<file path="src/logic/cosmic_pkg.sv">
package cosmic_pkg;

	//==========================================================================
	// Game identity and data widths
	//==========================================================================

	// Game identity byte as delivered by the download path
	typedef enum logic [7:0] {
		space_panic  = 8'h01,
		magic_spot   = 8'h02,
		cosmic_alien = 8'h03,
		devil_zone   = 8'h04,
		no_mans_land = 8'h05,
		// Nothing loaded yet, ports fall back to the Cosmic Alien layout
		game_unset   = 8'hFF
	} game_id_e;

	// One CPU input port byte, active low
	typedef logic [7:0] port_t;

	// PS/2 scan code, bit 8 is the E0 extended flag
	typedef logic [8:0] key_code_t;

	// Joystick word from the host
	typedef logic [15:0] joy_t;

	// DIP switch bank size
	localparam int num_dip_bytes = 8;

	// Download indices
	localparam logic [7:0] dl_index_rom = 8'd1;
	localparam logic [7:0] dl_index_dip = 8'd254;

	//==========================================================================
	// Key codes
	//==========================================================================

	// Player 1 cursor set
	localparam key_code_t key_up    = 9'h075;
	localparam key_code_t key_down  = 9'h072;
	localparam key_code_t key_left  = 9'h06B;
	localparam key_code_t key_right = 9'h074;
	localparam key_code_t key_esc   = 9'h076;
	localparam key_code_t key_f1    = 9'h005;
	localparam key_code_t key_f2    = 9'h006;
	localparam key_code_t key_lctrl = 9'h014;
	localparam key_code_t key_lalt  = 9'h011;

	// Arcade panel set (1/2 starts, 5 coin, RFDG stick, AS fire)
	localparam key_code_t key_1 = 9'h016;
	localparam key_code_t key_2 = 9'h01E;
	localparam key_code_t key_5 = 9'h02E;
	localparam key_code_t key_r = 9'h02D;
	localparam key_code_t key_f = 9'h02B;
	localparam key_code_t key_d = 9'h023;
	localparam key_code_t key_g = 9'h034;
	localparam key_code_t key_a = 9'h01C;
	localparam key_code_t key_s = 9'h01B;

	// Bit positions inside a joystick word
	localparam int joy_right  = 0;
	localparam int joy_left   = 1;
	localparam int joy_down   = 2;
	localparam int joy_up     = 3;
	localparam int joy_fire1  = 4;
	localparam int joy_fire2  = 5;
	localparam int joy_start1 = 6;
	localparam int joy_start2 = 7;
	localparam int joy_coin   = 8;

endpackage

</file>
<file path="src/logic/player_controls_if.sv">
`timescale 1ns/1ps

// Held controls of one player, active high
interface player_controls_if;

	// Stick directions
	logic up;
	logic down;
	logic left;
	logic right;

	// Buttons
	logic fire1;
	logic fire2;
	logic start;

	// Keyboard decoder side
	modport source (
		output up, down, left, right,
		output fire1, fire2, start
	);

	// Port mux side
	modport sink (
		input up, down, left, right,
		input fire1, fire2, start
	);

endinterface

</file>
<file path="src/logic/cosmic_input_top.sv">
`timescale 1ns/1ps

module cosmic_input_top #(
	parameter int fast_div = 4,
	parameter int slow_div = 6
) (
	input  logic              clk_sys,
	input  logic              rst,
	input  logic [10:0]       ps2_key,
	input  cosmic_pkg::joy_t  joy1,
	input  cosmic_pkg::joy_t  joy2,
	input  logic              dl_wr,
	input  logic [7:0]        dl_index,
	input  logic [24:0]       dl_addr,
	input  cosmic_pkg::port_t dl_data,
	input  logic              vblank,
	input  logic [8:0]        vcount,
	input  logic              reset_req,
	input  logic              osd_status,
	output cosmic_pkg::port_t in0,
	output cosmic_pkg::port_t in1,
	output cosmic_pkg::port_t in2,
	output cosmic_pkg::port_t dip,
	output logic              coin,
	output logic              cpu_ena,
	output logic              cpu_reset
);

	import cosmic_pkg::*;

	// Loaded configuration
	game_id_e game;
	port_t    dip_sw [num_dip_bytes];

	// Keyboard coin before the joystick merge
	logic     key_coin;

	// Held keyboard controls per player
	player_controls_if p1_keys ();
	player_controls_if p2_keys ();

	//==========================================================================
	// Front end blocks
	//==========================================================================

	ps2_button_decoder u_ps2_button_decoder (
		.clk_sys (clk_sys),
		.rst     (rst),
		.ps2_key (ps2_key),
		.p1      (p1_keys.source),
		.p2      (p2_keys.source),
		.coin    (key_coin)
	);

	rom_config_capture u_rom_config_capture (
		.clk_sys  (clk_sys),
		.rst      (rst),
		.dl_wr    (dl_wr),
		.dl_index (dl_index),
		.dl_addr  (dl_addr),
		.dl_data  (dl_data),
		.game     (game),
		.dip_sw   (dip_sw)
	);

	cpu_clock_enable #(
		.fast_div (fast_div),
		.slow_div (slow_div)
	) u_cpu_clock_enable (
		.clk_sys (clk_sys),
		.rst     (rst),
		.game    (game),
		.cpu_ena (cpu_ena)
	);

	input_port_mux u_input_port_mux (
		.p1       (p1_keys.sink),
		.p2       (p2_keys.sink),
		.key_coin (key_coin),
		.joy1     (joy1),
		.joy2     (joy2),
		.game     (game),
		.dip_sw   (dip_sw),
		.vblank   (vblank),
		.vcount   (vcount),
		.in0      (in0),
		.in1      (in1),
		.in2      (in2),
		.dip      (dip)
	);

	// Coin line to the board, keyboard or stick
	assign coin = key_coin | joy1[joy_coin];

	//==========================================================================
	// CPU reset hold
	//==========================================================================

	// A reset from the menu stays on until the menu closes
	always_ff @(posedge clk_sys) begin
		if (rst) begin
			cpu_reset <= 1'b0;
		end else if (reset_req) begin
			cpu_reset <= 1'b1;
		end else if (!osd_status) begin
			cpu_reset <= 1'b0;
		end
	end

endmodule

</file>
<file path="src/logic/cpu_clock_enable.sv">
`timescale 1ns/1ps

module cpu_clock_enable #(
	parameter int fast_div = 4,
	parameter int slow_div = 6
) (
	input  logic                 clk_sys,
	input  logic                 rst,
	input  cosmic_pkg::game_id_e game,
	output logic                 cpu_ena
);

	import cosmic_pkg::*;

	// Divide ratios, slot 0 is the 2.7 MHz rate, slot 1 the 1.8 MHz rate
	localparam int div_tab [2] = '{fast_div, slow_div};

	// Single cycle pulse from each divider
	logic [1:0] pulse;

	//==========================================================================
	// Free running dividers
	//==========================================================================

	for (genvar g = 0; g < 2; g++) begin : g_div
		localparam int cnt_w = (div_tab[g] > 1) ? $clog2(div_tab[g]) : 1;

		logic [cnt_w-1:0] cnt;

		always_ff @(posedge clk_sys) begin
			if (rst) begin
				cnt      <= '0;
				pulse[g] <= 1'b0;
			end else begin
				// Pulse lands on the wrap, so the first one is div cycles out
				pulse[g] <= (cnt == cnt_w'(div_tab[g] - 1));
				if (cnt == cnt_w'(div_tab[g] - 1)) begin
					cnt <= '0;
				end else begin
					cnt <= cnt + 1'b1;
				end
			end
		end
	end

	// Magical Spot and Devil Zone run the faster CPU
	assign cpu_ena = (game inside {magic_spot, devil_zone}) ? pulse[0] : pulse[1];

endmodule

</file>
<file path="src/logic/input_port_mux.sv">
`timescale 1ns/1ps

module input_port_mux (
	player_controls_if.sink      p1,
	player_controls_if.sink      p2,
	input  logic                 key_coin,
	input  cosmic_pkg::joy_t     joy1,
	input  cosmic_pkg::joy_t     joy2,
	input  cosmic_pkg::game_id_e game,
	input  cosmic_pkg::port_t    dip_sw [cosmic_pkg::num_dip_bytes],
	input  logic                 vblank,
	input  logic [8:0]           vcount,
	output cosmic_pkg::port_t    in0,
	output cosmic_pkg::port_t    in1,
	output cosmic_pkg::port_t    in2,
	output cosmic_pkg::port_t    dip
);

	import cosmic_pkg::*;

	// Merged stick and fire state of one player, active high
	typedef struct packed {
		logic up;
		logic down;
		logic left;
		logic right;
		logic fire1;
		logic fire2;
	} stick_t;

	stick_t st1;
	stick_t st2;
	logic   start1;
	logic   start2;
	logic   coin_m;

	// Layouts shared by several games
	port_t  mag_in2;
	port_t  std_dip;

	//==========================================================================
	// Per player port builders
	//==========================================================================

	function automatic port_t panic_port(stick_t s);
		return {~s.fire2, 2'b11, ~s.up, ~s.down, ~s.left, ~s.right, ~s.fire1};
	endfunction

	function automatic port_t alien_port(stick_t s);
		return {5'b11111, ~s.left, ~s.right, ~s.fire1};
	endfunction

	// No Man's Land wants one code per direction, first match wins
	function automatic port_t nml_port(stick_t s);
		port_t p;
		if (s.fire1) p = 8'hFF;
		else if (s.up && s.left) p = 8'hFE;
		else if (s.down && s.left) p = 8'hFB;
		else if (s.down && s.right) p = 8'hEF;
		else if (s.up && s.right) p = 8'hBF;
		else p = {~s.up, 1'b1, ~s.right, 1'b1, ~s.down, 1'b1, ~s.left, 1'b1};
		return p;
	endfunction

	//==========================================================================
	// Keyboard and joystick merge
	//==========================================================================

	always_comb begin
		st1.up    = p1.up    | joy1[joy_up];
		st1.down  = p1.down  | joy1[joy_down];
		st1.left  = p1.left  | joy1[joy_left];
		st1.right = p1.right | joy1[joy_right];
		st1.fire1 = p1.fire1 | joy1[joy_fire1];
		st1.fire2 = p1.fire2 | joy1[joy_fire2];
		st2.up    = p2.up    | joy2[joy_up];
		st2.down  = p2.down  | joy2[joy_down];
		st2.left  = p2.left  | joy2[joy_left];
		st2.right = p2.right | joy2[joy_right];
		st2.fire1 = p2.fire1 | joy2[joy_fire1];
		st2.fire2 = p2.fire2 | joy2[joy_fire2];
	end

	// Starts and coin only come from the first joystick
	assign start1 = p1.start | joy1[joy_start1];
	assign start2 = p2.start | joy1[joy_start2];
	assign coin_m = key_coin | joy1[joy_coin];

	assign mag_in2 = {~st1.fire1, ~st2.fire1, 5'b11111, ~vblank};
	assign std_dip = {~start1, ~start2, dip_sw[0][5:0]};

	//==========================================================================
	// Game layout select
	//==========================================================================

	always_comb begin
		case (game)
			space_panic: begin
				in0 = panic_port(st1);
				in1 = panic_port(st2);
				in2 = {1'b1, ~coin_m, 4'b1111, ~start2, ~start1};
				dip = dip_sw[0];
			end
			magic_spot, devil_zone: begin
				// Two bonus switches ride in the top of in0
				in0 = {dip_sw[1][7:6], ~st1.right, 3'b111, ~st1.left, 1'b1};
				in1 = {2'b11, ~st2.right, 3'b111, ~st2.left, 1'b1};
				in2 = mag_in2;
				dip = std_dip;
			end
			no_mans_land: begin
				in0 = nml_port(st1);
				in1 = nml_port(st2);
				in2 = mag_in2;
				dip = std_dip;
			end
			default: begin
				// Cosmic Alien, also used before a game is loaded
				in0 = alien_port(st1);
				in1 = alien_port(st2);
				in2 = {2'b00, vcount[7:2]};
				dip = std_dip;
			end
		endcase
	end

endmodule

</file>
<file path="src/logic/ps2_button_decoder.sv">
`timescale 1ns/1ps

module ps2_button_decoder (
	input  logic                    clk_sys,
	input  logic                    rst,
	input  logic [10:0]             ps2_key,
	player_controls_if.source       p1,
	player_controls_if.source       p2,
	output logic                    coin
);

	import cosmic_pkg::*;

	// Last seen event toggle
	logic toggle_q;

	// Fields of the current key event
	logic      pressed;
	key_code_t code;

	assign pressed = ps2_key[9];
	assign code    = ps2_key[8:0];

	//==========================================================================
	// Event detect and button update
	//==========================================================================

	always_ff @(posedge clk_sys) begin
		// Previous toggle bit for spotting the next event
		toggle_q <= ps2_key[10];

		if (rst) begin
			p1.up    <= 1'b0;
			p1.down  <= 1'b0;
			p1.left  <= 1'b0;
			p1.right <= 1'b0;
			p1.fire1 <= 1'b0;
			p1.fire2 <= 1'b0;
			p1.start <= 1'b0;
			p2.up    <= 1'b0;
			p2.down  <= 1'b0;
			p2.left  <= 1'b0;
			p2.right <= 1'b0;
			p2.fire1 <= 1'b0;
			p2.fire2 <= 1'b0;
			p2.start <= 1'b0;
			coin     <= 1'b0;
		end else if (toggle_q != ps2_key[10]) begin
			// New event lands its pressed flag in the named button
			case (code)
				// Player 1 stick on the cursor keys
				key_up:    p1.up    <= pressed;
				key_down:  p1.down  <= pressed;
				key_left:  p1.left  <= pressed;
				key_right: p1.right <= pressed;
				key_lctrl: p1.fire1 <= pressed;
				key_lalt:  p1.fire2 <= pressed;

				// Starts and coin from either key set
				key_f1, key_1: p1.start <= pressed;
				key_f2, key_2: p2.start <= pressed;
				key_esc, key_5: coin    <= pressed;

				// Player 2 on the panel codes
				key_r: p2.up    <= pressed;
				key_f: p2.down  <= pressed;
				key_d: p2.left  <= pressed;
				key_g: p2.right <= pressed;
				key_a: p2.fire1 <= pressed;
				key_s: p2.fire2 <= pressed;

				// Unknown codes leave all buttons alone
				default: begin
				end
			endcase
		end
	end

endmodule

</file>
<file path="src/logic/rom_config_capture.sv">
`timescale 1ns/1ps

module rom_config_capture (
	input  logic                clk_sys,
	input  logic                rst,
	input  logic                dl_wr,
	input  logic [7:0]          dl_index,
	input  logic [24:0]         dl_addr,
	input  cosmic_pkg::port_t   dl_data,
	output cosmic_pkg::game_id_e game,
	output cosmic_pkg::port_t   dip_sw [cosmic_pkg::num_dip_bytes]
);

	import cosmic_pkg::*;

	// Address bits that select one DIP byte
	localparam int dip_sel_w = $clog2(num_dip_bytes);

	// Decoded write strobes
	logic rom_wr;
	logic dip_wr;
	logic dip_addr_ok;

	// Byte select within the DIP bank
	logic [dip_sel_w-1:0] dip_sel;

	//==========================================================================
	// Write decode
	//==========================================================================

	// DIP writes above the bank are ignored
	assign dip_addr_ok = (dl_addr[24:dip_sel_w] == '0);
	assign dip_sel     = dl_addr[dip_sel_w-1:0];

	assign rom_wr = dl_wr && (dl_index == dl_index_rom);
	assign dip_wr = dl_wr && (dl_index == dl_index_dip) && dip_addr_ok;

	//==========================================================================
	// Game identity register
	//==========================================================================

	always_ff @(posedge clk_sys) begin
		if (rst) begin
			game <= game_unset;
		end else if (rom_wr) begin
			// Raw byte, unknown ids end up in the default layout
			game <= game_id_e'(dl_data);
		end
	end

	//==========================================================================
	// DIP switch bank
	//==========================================================================

	always_ff @(posedge clk_sys) begin
		if (rst) begin
			// All switches off until the bank is loaded
			for (int i = 0; i < num_dip_bytes; i++) begin
				dip_sw[i] <= '0;
			end
		end else if (dip_wr) begin
			dip_sw[dip_sel] <= dl_data;
		end
	end

endmodule
</file>
<file path="config.mk">
export PLATFORM = sky130hd
export DESIGN_NAME = cosmic_input_top
export DESIGN_NICKNAME = d
export VERILOG_FILES = /design/src/logic/cosmic_pkg.sv /design/src/logic/player_controls_if.sv /design/src/logic/cosmic_input_top.sv /design/src/logic/cpu_clock_enable.sv /design/src/logic/input_port_mux.sv /design/src/logic/ps2_button_decoder.sv /design/src/logic/rom_config_capture.sv
export SDC_FILE = /design/constraint.sdc
export NUM_CORES = 1
export LEC_CHECK = 0
export ABC_AREA = 0
export BUFFER_PORTS_ARGS = -buffer_cell sky130_fd_sc_hd__buf_4
export CAP_MARGIN = 20
export CORE_MARGIN = 2
export CORE_UTILIZATION = 40
export DETAILED_ROUTE_END_ITERATION = 16
export HOLD_SLACK_MARGIN = 0.03
export PLACE_DENSITY = 0.71
export SLEW_MARGIN = 0
export SYNTH_ARGS = -nofsm -noshare
export SYNTH_HDL_FRONTEND = slang
export SYNTH_SLANG_ARGS = --single-unit
</file>
<file path="constraint.sdc">
create_clock -name clk_sys -period 3 [get_ports clk_sys]
set_input_delay 0.6 -clock clk_sys [delete_from_list [all_inputs] [get_ports clk_sys]]
set_output_delay 0.6 -clock clk_sys [all_outputs]
set_load 0.01 [all_outputs]
</file>
==> reports/metrics.cfg, run 1 <==
[job]
cap_viol_max_count = 0

[route]
vias = 2709
firstDrtPassIters = 4
vias_per_cell = 5.35
first_iter_violations = 115
drc_errors = 0
wl_per_cell_um = 14.1
wl_um = 7120
ant_nets = 0

[worst_setup_path]
cp-start-kind = flip-flop
cp_slowest_stage_delay_ps = 590
worstPathRequired_ps = 2400
slowest_stage = or4_4
crit_buf_inv = 1
critPathKind = reg -> out
arrival_ps = 2280
cp_max_fo = 6
cp_cell_sequence = or4_4, or2_4, nor3_4, mux2_2, buf_4
critical-path-top-delay-family = simple AND/OR/NAND/NOR gates
cp-end-kind = output port

[finish]
drive_above_1_share_pct = 34.7
area_delta_synth_final_pct = 37.0
design_area_um2 = 3630
register_area_um2 = 842
multi_input_area_um2 = 1640
fillers = 609
diodes = 0
final_nets = 530

[pwr]
ir_drop_mv = 0.261
power.total_mw = 1.23
leakagePower_nw = 1.57
power_density_nw_per_um2 = 338

[synthesis]
yosys_warnings = 0
synth-async-reset-ratio_pct = 0
avgSynthCellArea_um2 = 8.16
syn_nets = 427
synth_edf_count = 0
syn_area_um2 = 2650
yosysTopAreaCell = dfxtp_1
synthTopCellsByArea = dfxtp_1 32%, mux2i_1 7.9%, nand2b_1 7.8%
postSynthCellCount = 325
yosysUniqueCellTypes = 55
synth-main-ff-cell = dfxtp_1
ys_seq_elements = 42
yosysSeqAreaShare_pct = 31.7
yosysTopAreaCellShare_pct = 31.7

[clock_tree]
tritoncts = yes
clk_pin_slew_ps = 80
cts_buffers = 5
cts_sinks = 42
cts_resized = 0
root_buffer = clkbuf_8
post_cts_buffers = 0
ctsHtreeMaxLevel = 2
clock_latency_ps = 290
cts_buffer_depth = 2
cts_hold_buf = 0

[sta]
fin_crit_sh_pct = 96.1
finalSetupTns_ps = 0
finalSetupViolCount = 0
fmax_ghz = 0.347
clock_skew_ps = 7.79
finalHoldViolCount = 0
rsz0062_at_grt = no
worst_pin_slew_ps = 746
slew-limit-headroom_pct = 49.9
fin_crit_ps = 2880
slew_violations = 0

[floorplanning]
die_w_um = 85.4
fp-row-count = 29
core-area_um2 = 6390
io_pins = 134
die_area_um2 = 7300
die_h_um = 85.4
start_util_pct = 41.5

[placed_design]
placed_area_um2 = 3520
place_congestion = 0.869
dp_hpwl_um = 5600
numPortBuffers = 113

[status]
outcome = completed

[global_routing]
grt_remaining_overflow = 0
antenna_found_initial = 0
grt_use_total_pct = 19.1
grt_first_pass_wirelength_um = 11500
grt_pass1_vias = 2513
grt_max_degree = 50

[worst_hold_path]
hp-class = reg -> reg

-- final timing paths --
check / start / slack (ps) / cells past startpoint / end
worst max register to register: u_ps2_button_decoder.toggle_q / 1440 / 4 / u_ps2_button_decoder.p2.fire1
worst min-delay path: u_cpu_clock_enable.g_div[0].cnt[0] / 440 / 1 / u_cpu_clock_enable.g_div[0].cnt[0]
worst max-delay path: u_rom_config_capture.game[3] / 120 / 5 / cpu_ena
worst min register to register: u_cpu_clock_enable.g_div[0].cnt[0] / 440 / 1 / u_cpu_clock_enable.g_div[0].cnt[0]
-- sequential cells by signal (all words and copies together) (netlist names), 2 cells and up --
name and count:
u_cpu_clock_enable.g_div.cnt 5, u_cpu_clock_enable.pulse 2, u_rom_config_capture.dip_sw 10, u_rom_config_capture.game 8
-- layout by cell type, fill, tap and decap left out, types with 4 or more instances in the layout --
cell type	Yosys	routed
inv_1	18	18
clkbuf_8	0	5
a21oi_1	12	12
nand3_1	11	11
nand2b_1	33	33
dfxtp_1	42	41
nor3_1	7	7
buf_4	6	117
or2_2	7	7
nand4_1	9	9
nor2b_1	5	5
nand2_1	17	17
nor4_1	12	12
nor2_1	32	32
o22ai_1	4	4
a211o_1	9	9
mux2i_1	21	21
nor3b_1	4	4
o21ai_0	4	4
-- cells in the mapped netlist (3+ instances only) --
cell type and number:
nand3b_1 3, a31o_2 3, nor2b_1 5, o31ai_1 3
nor3b_1 4, nor2_1 32, mux2i_1 21, or2_2 7
o22ai_1 4, xnor2_1 3, nor3_1 7, inv_1 18
o21ai_0 4, or4_1 3, nand3_1 11, nand2b_1 33
mux2_2 3, o21ai_1 3, nand4_1 9, nor4_1 12
ha_1 3, nand2_1 17, a21oi_1 12, a211o_1 9
clkbuf_1 11, dfxtp_1 42, buf_4 6
-- routing by layer --
metal  track usage [%]  vias up  share of wire [%]
met3              3.89        7                8.5
met4              4.47        0               0.89
met2              32.1       99                 46
li1                  -     1368                  -
met5                 0        -                  0
met1              25.2     1235                 45
-- layout make-up --
type,instances,share of cell area (%)
multi-input combinational,244,45.1
timing repair buffer,117,24.2
sequential,42,23.2
tap,77,2.65
clock buffer,6,2.00
inverter,18,1.86
clock inverter,2,1.03
-- through the flow --
stage                     setup WS (ps)  cells  hold WS, ps  utilization (%)
after floorplan                     600    325          407                -
after global placement              351    498          415             55.1
after detailed placement            349    498          430             55.1
after CTS                          25.1    506          440             56.8
after global routing               44.1    506          436             56.9
final                               117    506          438             56.9
-- logic make-up after synthesis --
family / count (synthesis) / synth area share [%]
simple gates: 163 / 36.6
xor+xnor: 4 / 1.32
mux: 24 / 9.20
buf+inv: 39 / 6.74
compound gates: 50 / 13.1
flops: 42 / 31.7
fa+ha+maj: 3 / 1.42
-- report_power, final --
part | switching, mW | total (mW) | internal [mW] | leakage (nW)
Sequential | 0.00484 | 0.571 | 0.567 | 0.340
Combinational | 0.0932 | 0.213 | 0.120 | 1.18
Clock | 0.196 | 0.445 | 0.248 | 0.0514
Total | 0.294 | 1.23 | 0.935 | 1.57
Power figures use the tool's default switching activity.
==> run 2: changes to the inputs <==
--- a/config.mk
+++ b/config.mk
@@ -12,8 +12,9 @@
 export CORE_UTILIZATION = 40
 export DETAILED_ROUTE_END_ITERATION = 16
 export HOLD_SLACK_MARGIN = 0.03
-export PLACE_DENSITY = 0.71
+export PLACE_DENSITY = 0.62
 export SLEW_MARGIN = 0
 export SYNTH_ARGS = -nofsm -noshare
 export SYNTH_HDL_FRONTEND = slang
+export SYNTH_HIERARCHICAL = 1
 export SYNTH_SLANG_ARGS = --single-unit
==> run 2 against run 1 <==
  * Combinational power rose by 7%
  * Cell area rose by 6.1%
  * Critical endpoint is now dip[6]
  * Worst setup slack gained 21 ps
  * Clock power up 22%
  * First-iteration DRC count rose by 70%
  * Critical path depth decreased by 1
  * Largest cell class unchanged
  * Total power grew 9.4%
  * Sequential share of layout area fell by 1.4 points
  * Synthesized cell count increased by 5.2%
  * Count of clock-buffer cells in the layout is the same
  * Global-route usage hardly changed
==> reports/metrics.cfg, run 2 <==
[worst_hold_path]
worstHoldPathCells = 1  ; unchanged
hp-class = reg -> reg

[global_routing]
grt_pass1_vias = 2577  ; +2.5%
grt_first_pass_wirelength_um = 11800  ; +3.0%
grt_remaining_overflow = 0  ; unchanged
grt_max_degree = 50  ; unchanged
grt_use_total_pct = 19.1  ; about the same
antenna_found_initial = 0  ; unchanged

[finish]
final_nets = 538  ; +1.5%
largest_register_ffs = 10  ; unchanged
final_cell_mix = 117 x buf_4, 42 x dfxtp_1, 40 x nor2_1, 32 x nand2b_1, 22 x mux2i_1
diodes = 0  ; unchanged
multi_input_area_um2 = 1810  ; +11%
fillers = 683  ; +12%
drive_above_1_share_pct = 35.9  ; +1.2 points
register_area_um2 = 841  ; -0.15%
largestRegisters = u_rom_config_capture/dip_sw (10), u_rom_config_capture/game (8), u_cpu_clock_enable/g_div.cnt (5)
final_common_cell = buf_4
regMostFlops = u_rom_config_capture/dip_sw
area_delta_synth_final_pct = 33.5

[placed_design]
place_congestion = 0.887  ; +2.0%
numPortBuffers = 113  ; unchanged
dp_hpwl_um = 6150  ; +9.8%

[clock_tree]
tritoncts = yes
clock_latency_ps = 290  ; about the same
root_buffer = clkbuf_8
ctsHtreeMaxLevel = 2  ; unchanged
post_cts_buffers = 0  ; unchanged
cts_sinks = 42  ; unchanged
cts_resized = 0  ; unchanged
cts_buffers = 5  ; unchanged
clk_pin_slew_ps = 80  ; about the same
cts_hold_buf = 0  ; unchanged
cts_buffer_depth = 2  ; unchanged

[job]
cap_viol_max_count = 0  ; unchanged

[route]
ant_nets = 0  ; unchanged
first_iter_violations = 196  ; +70%
vias = 2785  ; +2.8%
vias_per_cell = 5.23  ; -2.4%
drc_errors = 0  ; unchanged
wl_um = 7700  ; +8.3%
wl_per_cell_um = 14.5  ; +2.8%
firstDrtPassIters = 4  ; unchanged

[floorplanning]
core-area_um2 = 6910  ; +8.2%
io_pins = 134  ; unchanged
die_h_um = 89.0  ; +4.1%
die_w_um = 89.0  ; +4.1%
start_util_pct = 41.8  ; +0.28 points
die_area_um2 = 7910  ; +8.4%
fp-row-count = 30  ; +3.4%

[worst_setup_path]
critPathKind = reg -> out
r2r.worst_path.cells = 4  ; unchanged
cp_max_fo = 6  ; unchanged
cp-start-kind = flip-flop
cp-end-kind = output port
arrival_ps = 2260  ; -20 ps
worstPathRequired_ps = 2400  ; about the same

[sta]
finalHoldViolCount = 0  ; unchanged
finalSetupTns_ps = 0  ; unchanged
finalSetupViolCount = 0  ; unchanged
fmax_ghz = 0.349  ; +0.73%
fin_crit_sh_pct = 95.4  ; -0.70 points
slew-limit-headroom_pct = 52.5  ; +2.6 points
clock_skew_ps = 2.30  ; -5.49 ps
fin_crit_ps = 2860  ; -21.0 ps
hold_slack_ps = 427  ; -10.7 ps
rsz0062_at_grt = no
slew_violations = 0  ; unchanged
worst_pin_slew_ps = 707  ; -39.2 ps

[synthesis]
syn_area_um2 = 2890  ; +8.9%
syn_nets = 444  ; +4.0%
postSynthCellCount = 342  ; +5.2%
yosys_warnings = 6  ; +6
avgSynthCellArea_um2 = 8.44  ; +3.5%

[pwr]
power_density_nw_per_um2 = 349  ; +3.1%
leakagePower_nw = 1.65  ; +5.6%
ir_drop_mv = 0.258  ; -1.2%

[status]
outcome = completed

[run 2: worst paths after layout]
kind              slack (ps)                                from                                 end
setup / recovery         140        u_rom_config_capture/game[5]                              dip[6]
setup reg to reg        1310       u_ps2_button_decoder/toggle_q          u_ps2_button_decoder/p2.up
hold reg to reg          430  u_cpu_clock_enable/g_div[0].cnt[0]  u_cpu_clock_enable/g_div[0].cnt[0]
hold / removal           430  u_cpu_clock_enable/g_div[0].cnt[0]  u_cpu_clock_enable/g_div[0].cnt[0]
[run 2: layer usage]
metal	share of wire [%]	up-vias	wire, µm	GRT usage (%)
met2	44	118	3400	30.5
met3	8.8	8	676	3.23
met4	1.2	0	92	4.88
met1	46	1267	3530	27.0
li1	-	1392	-	-
met5	0	-	0	0
[run 2: cell type report]
cell class                      instances  share of cell area (%)
Inverter                               16                    1.56
Clock buffer                            6                    2.14
Sequential cell                        42                    21.8
Tap cell                               96                    3.12
Multi-Input combinational cell        254                    47.0
Clock inverter                          2                    1.56
Timing Repair Buffer                  117                    22.8
[run 2: critical path, cell delays in order, from the launching register on]
cell	delay, ps
dfxtp_1	350
or4_4	580
or4_4	570
mux2_4	320
buf_4	140
[run 2: stage by stage]
stage	setup WS (ps)	power (mW)	utilization, %	cells	instance area (µm²)
after floorplan	505	0.688	-	342	2890
after global placement	465	0.809	53.8	525	3710
after detailed placement	456	0.815	53.8	525	3710
after CTS	125	1.36	55.8	533	3850
after global routing	52.6	1.40	55.8	533	3850
final	138	1.35	55.8	533	3850
[run 2: power by group]
part	internal, mW	leakage, nW	switching (mW)
Combinational	0.124	1.24	0.104
Clock	0.355	0.0714	0.190
Sequential	0.567	0.340	0.00546
Total	1.05	1.65	0.300
==> run 3: changes to the inputs <==
--- a/config.mk
+++ b/config.mk
@@ -12,7 +12,7 @@
 export CORE_UTILIZATION = 40
 export DETAILED_ROUTE_END_ITERATION = 16
 export HOLD_SLACK_MARGIN = 0.03
-export PLACE_DENSITY = 0.62
+export RECOVER_POWER = 25
 export SLEW_MARGIN = 0
 export SYNTH_ARGS = -nofsm -noshare
 export SYNTH_HDL_FRONTEND = slang
==> constraint.sdc (replaced) <==
create_clock -name clk_sys -period 3 [get_ports clk_sys]
set_input_delay 0.6 -clock clk_sys [delete_from_list [all_inputs] [get_ports clk_sys]]
set_output_delay 0.6 -clock clk_sys [all_outputs]
set_load 0.1 [all_outputs]
==> run 3 against run 2 <==
  * The flow now finishes with violations (max-capacitance violations, max-slew violations)
  * Sequential cell count unchanged
  * Sequential share of layout area decreased by 0.31 points
  * Cell count increased by 0.56%
  * Count of clock-buffer cells in the layout unchanged
  * Die area unchanged
  * Clock power decreased by 17%
  * Worst setup slack got worse by 48 ps
  * Non-clock buffer count increased by 3
==> reports/metrics.cfg, run 3 (synthesis gave the netlist of run 2 again) <==
[status]
outcome = finished, violations left
violations = max-capacitance violations, max-slew violations

[floorplanning]
io_pins = 134  ; unchanged
start_util_pct = 41.8  ; unchanged
core-area_um2 = 6910  ; unchanged
die_h_um = 89.0  ; unchanged
die_area_um2 = 7910  ; unchanged
fp-row-count = 30  ; unchanged
die_w_um = 89.0  ; unchanged

[clock_tree]
clk_pin_slew_ps = 80  ; about the same
cts_buffers = 5  ; unchanged
cts_buffer_depth = 2  ; unchanged
ctsHtreeMaxLevel = 2  ; unchanged
cts_sinks = 42  ; unchanged
clock_latency_ps = 300  ; about the same
tritoncts = yes
cts_hold_buf = 0  ; unchanged
root_buffer = clkbuf_8

[finish]
drive_above_1_share_pct = 38.0  ; +2.0 points
multi_input_area_um2 = 1880  ; +3.9%
final_cell_mix = 116 x buf_4, 40 x nor2_1, 39 x dfxtp_1, 32 x nand2b_1, 22 x mux2i_1
fillers = 702  ; +2.8%
regMostFlops = u_rom_config_capture/dip_sw
register_area_um2 = 845  ; +0.45%
final_nets = 541  ; +0.56%
largest_register_ffs = 10  ; unchanged
finish.utilization_pct = 56.9  ; +1.1 points
largestRegisters = u_rom_config_capture/dip_sw (10), u_rom_config_capture/game (8), u_cpu_clock_enable/g_div.cnt (5)
design_area_um2 = 3930  ; +1.9%
diodes = 0  ; unchanged
area_delta_synth_final_pct = 36.0
final_common_cell = buf_4

[sta]
rsz0062_at_grt = no
fin_crit_ps = 2910  ; +47.9 ps
finalSetupViolCount = 0  ; unchanged
clock_skew_ps = 10.7  ; +8.42 ps
fin_crit_sh_pct = 97.0  ; +1.6 points
fmax_ghz = 0.344  ; -1.6%
finalHoldViolCount = 0  ; unchanged
slew_violations = 50  ; +50
slew-limit-headroom_pct = -15.5  ; -68 points
worst_pin_slew_ps = 1730  ; +1030 ps

[worst_setup_path]
arrival_ps = 2310  ; +50 ps
r2r.worst_path.cells = 4  ; unchanged
cp-start-kind = flip-flop
worstPathRequired_ps = 2400  ; about the same
endpoint = dip[6]
rr_endpoint = u_ps2_button_decoder/p2.up
critPathKind = reg -> out
cp_max_fo = 6  ; unchanged
timing.rr.start = u_ps2_button_decoder/toggle_q
cp-end-kind = output port
startpoint = u_rom_config_capture/game[4]
r2r_slack_ps = 1300  ; about the same

[route]
vias_per_cell = 5.10  ; -2.4%
first_iter_violations = 134  ; -32%
firstDrtPassIters = 4  ; unchanged
ant_nets = 0  ; unchanged
vias = 2734  ; -1.8%
wl_per_cell_um = 14.4  ; -0.29%
drc_errors = 0  ; unchanged
wl_um = 7720  ; +0.27%

[placed_design]
placed_area_um2 = 3810  ; +2.6%
place_congestion = 0.880  ; -0.72%
dp_hpwl_um = 6130  ; -0.33%
numPortBuffers = 113  ; unchanged

[pwr]
power_density_nw_per_um2 = 341  ; -2.3%
ir_drop_mv = 0.220  ; -15%
p_comb_share_pct = 23.6  ; +6.6 points
leakagePower_nw = 1.66  ; +0.14%
p_sw_share_pct = 29.4  ; +7.1 points
intPower_uw = 945  ; -9.6%
p_sw_uw = 394  ; +31%
seq_power_share_pct = 42.7  ; +0.2 points
clkPwrFrac_pct = 33.7  ; -6.8 points

[global_routing]
grt_use_met3_pct = 4.52  ; +1.3 points
grt_first_pass_wirelength_um = 11300  ; -4.7%
grt_max_degree = 50  ; unchanged
busiest_layer = met1
grt_pass1_vias = 2321  ; -9.9%
grt_remaining_overflow = 0  ; unchanged
gr-usage-met1_pct = 27.7  ; +0.62 points
grtUsageMet2_pct = 27.2  ; -3.3 points
grt_use_total_pct = 18.6  ; -0.55 points
antenna_found_initial = 0  ; unchanged

[job]
cap_viol_max_count = 1  ; +1

[worst_hold_path]
hp-class = reg -> reg
hold_start = u_cpu_clock_enable/g_div[0].cnt[0]

run 3: how the worst min path moves through the flow:
| stage | endpoint | slack (ps) | depth (start not counted) |
|---|---|---|---|
| after floorplan | u_cpu_clock_enable/g_div[0].cnt[0] | 400 | 1 |
| after global placement | u_cpu_clock_enable/g_div[0].cnt[0] | 410 | 1 |
| after detailed placement | u_cpu_clock_enable/g_div[0].cnt[0] | 410 | 1 |
| after CTS | u_cpu_clock_enable/g_div[0].cnt[0] | 430 | 1 |
| after global routing | u_cpu_clock_enable/g_div[0].cnt[0] | 430 | 1 |
| final | u_cpu_clock_enable/g_div[0].cnt[0] | 420 | 1 |
run 3: area by class of cell:
class                           instances  share of cell area, %
Clock buffer                            6                   1.85
Clock inverter                          2                  0.956
Inverter                               16                   1.53
Multi-Input combinational cell        254                   47.9
Sequential cell                        42                   21.5
Tap cell                               96                   3.06
Timing Repair Buffer                  120                   23.2
run 3: critical path, stage by stage (launching register included):
cell and delay [ps]:
dfxtp_1 360, or4_4 560, or4_4 530, mux2_4 330
buf_4 230
run 3: per-layer routing:
layer | vias to the layer above | part of all wire, % | routed length [µm]
li1 | 1400 | - | -
met1 | 1218 | 49 | 3790
met2 | 111 | 41 | 3170
met3 | 5 | 9.1 | 700
met4 | 0 | 0.80 | 62
met5 | - | 0 | 0
run 3: power by group through the flow:
stage	combinational, mW	clock, mW	sequential, mW
2_1_floorplan	0.182	0	0.590
3_3_place_gp	0.311	0	0.585
3_5_place_dp	0.315	0	0.585
4_1_cts	0.316	0.462	0.572
5_1_grt	0.337	0.491	0.573
6_report	0.315	0.451	0.572
run 3: metrics by stage:
stage               power (mW)  hold slack [ps]  setup WS (ps)  setup TNS, ps  std cells
finish                    1.34              422           89.9              0        536
global route              1.40              434           3.68              0        536
CTS                       1.35              428           12.6              0        536
detailed placement       0.901              414            349              0        528
global placement         0.896              406            360              0        528
floorplan                0.773              396           -586          -1630        342
run 3: repair_timing:
action | CTS | global route
buffers inserted | 0 | 0
hold endpoints to repair | 0 | 0
setup endpoints to repair | 0 | 3
resized for setup | 0 | 5
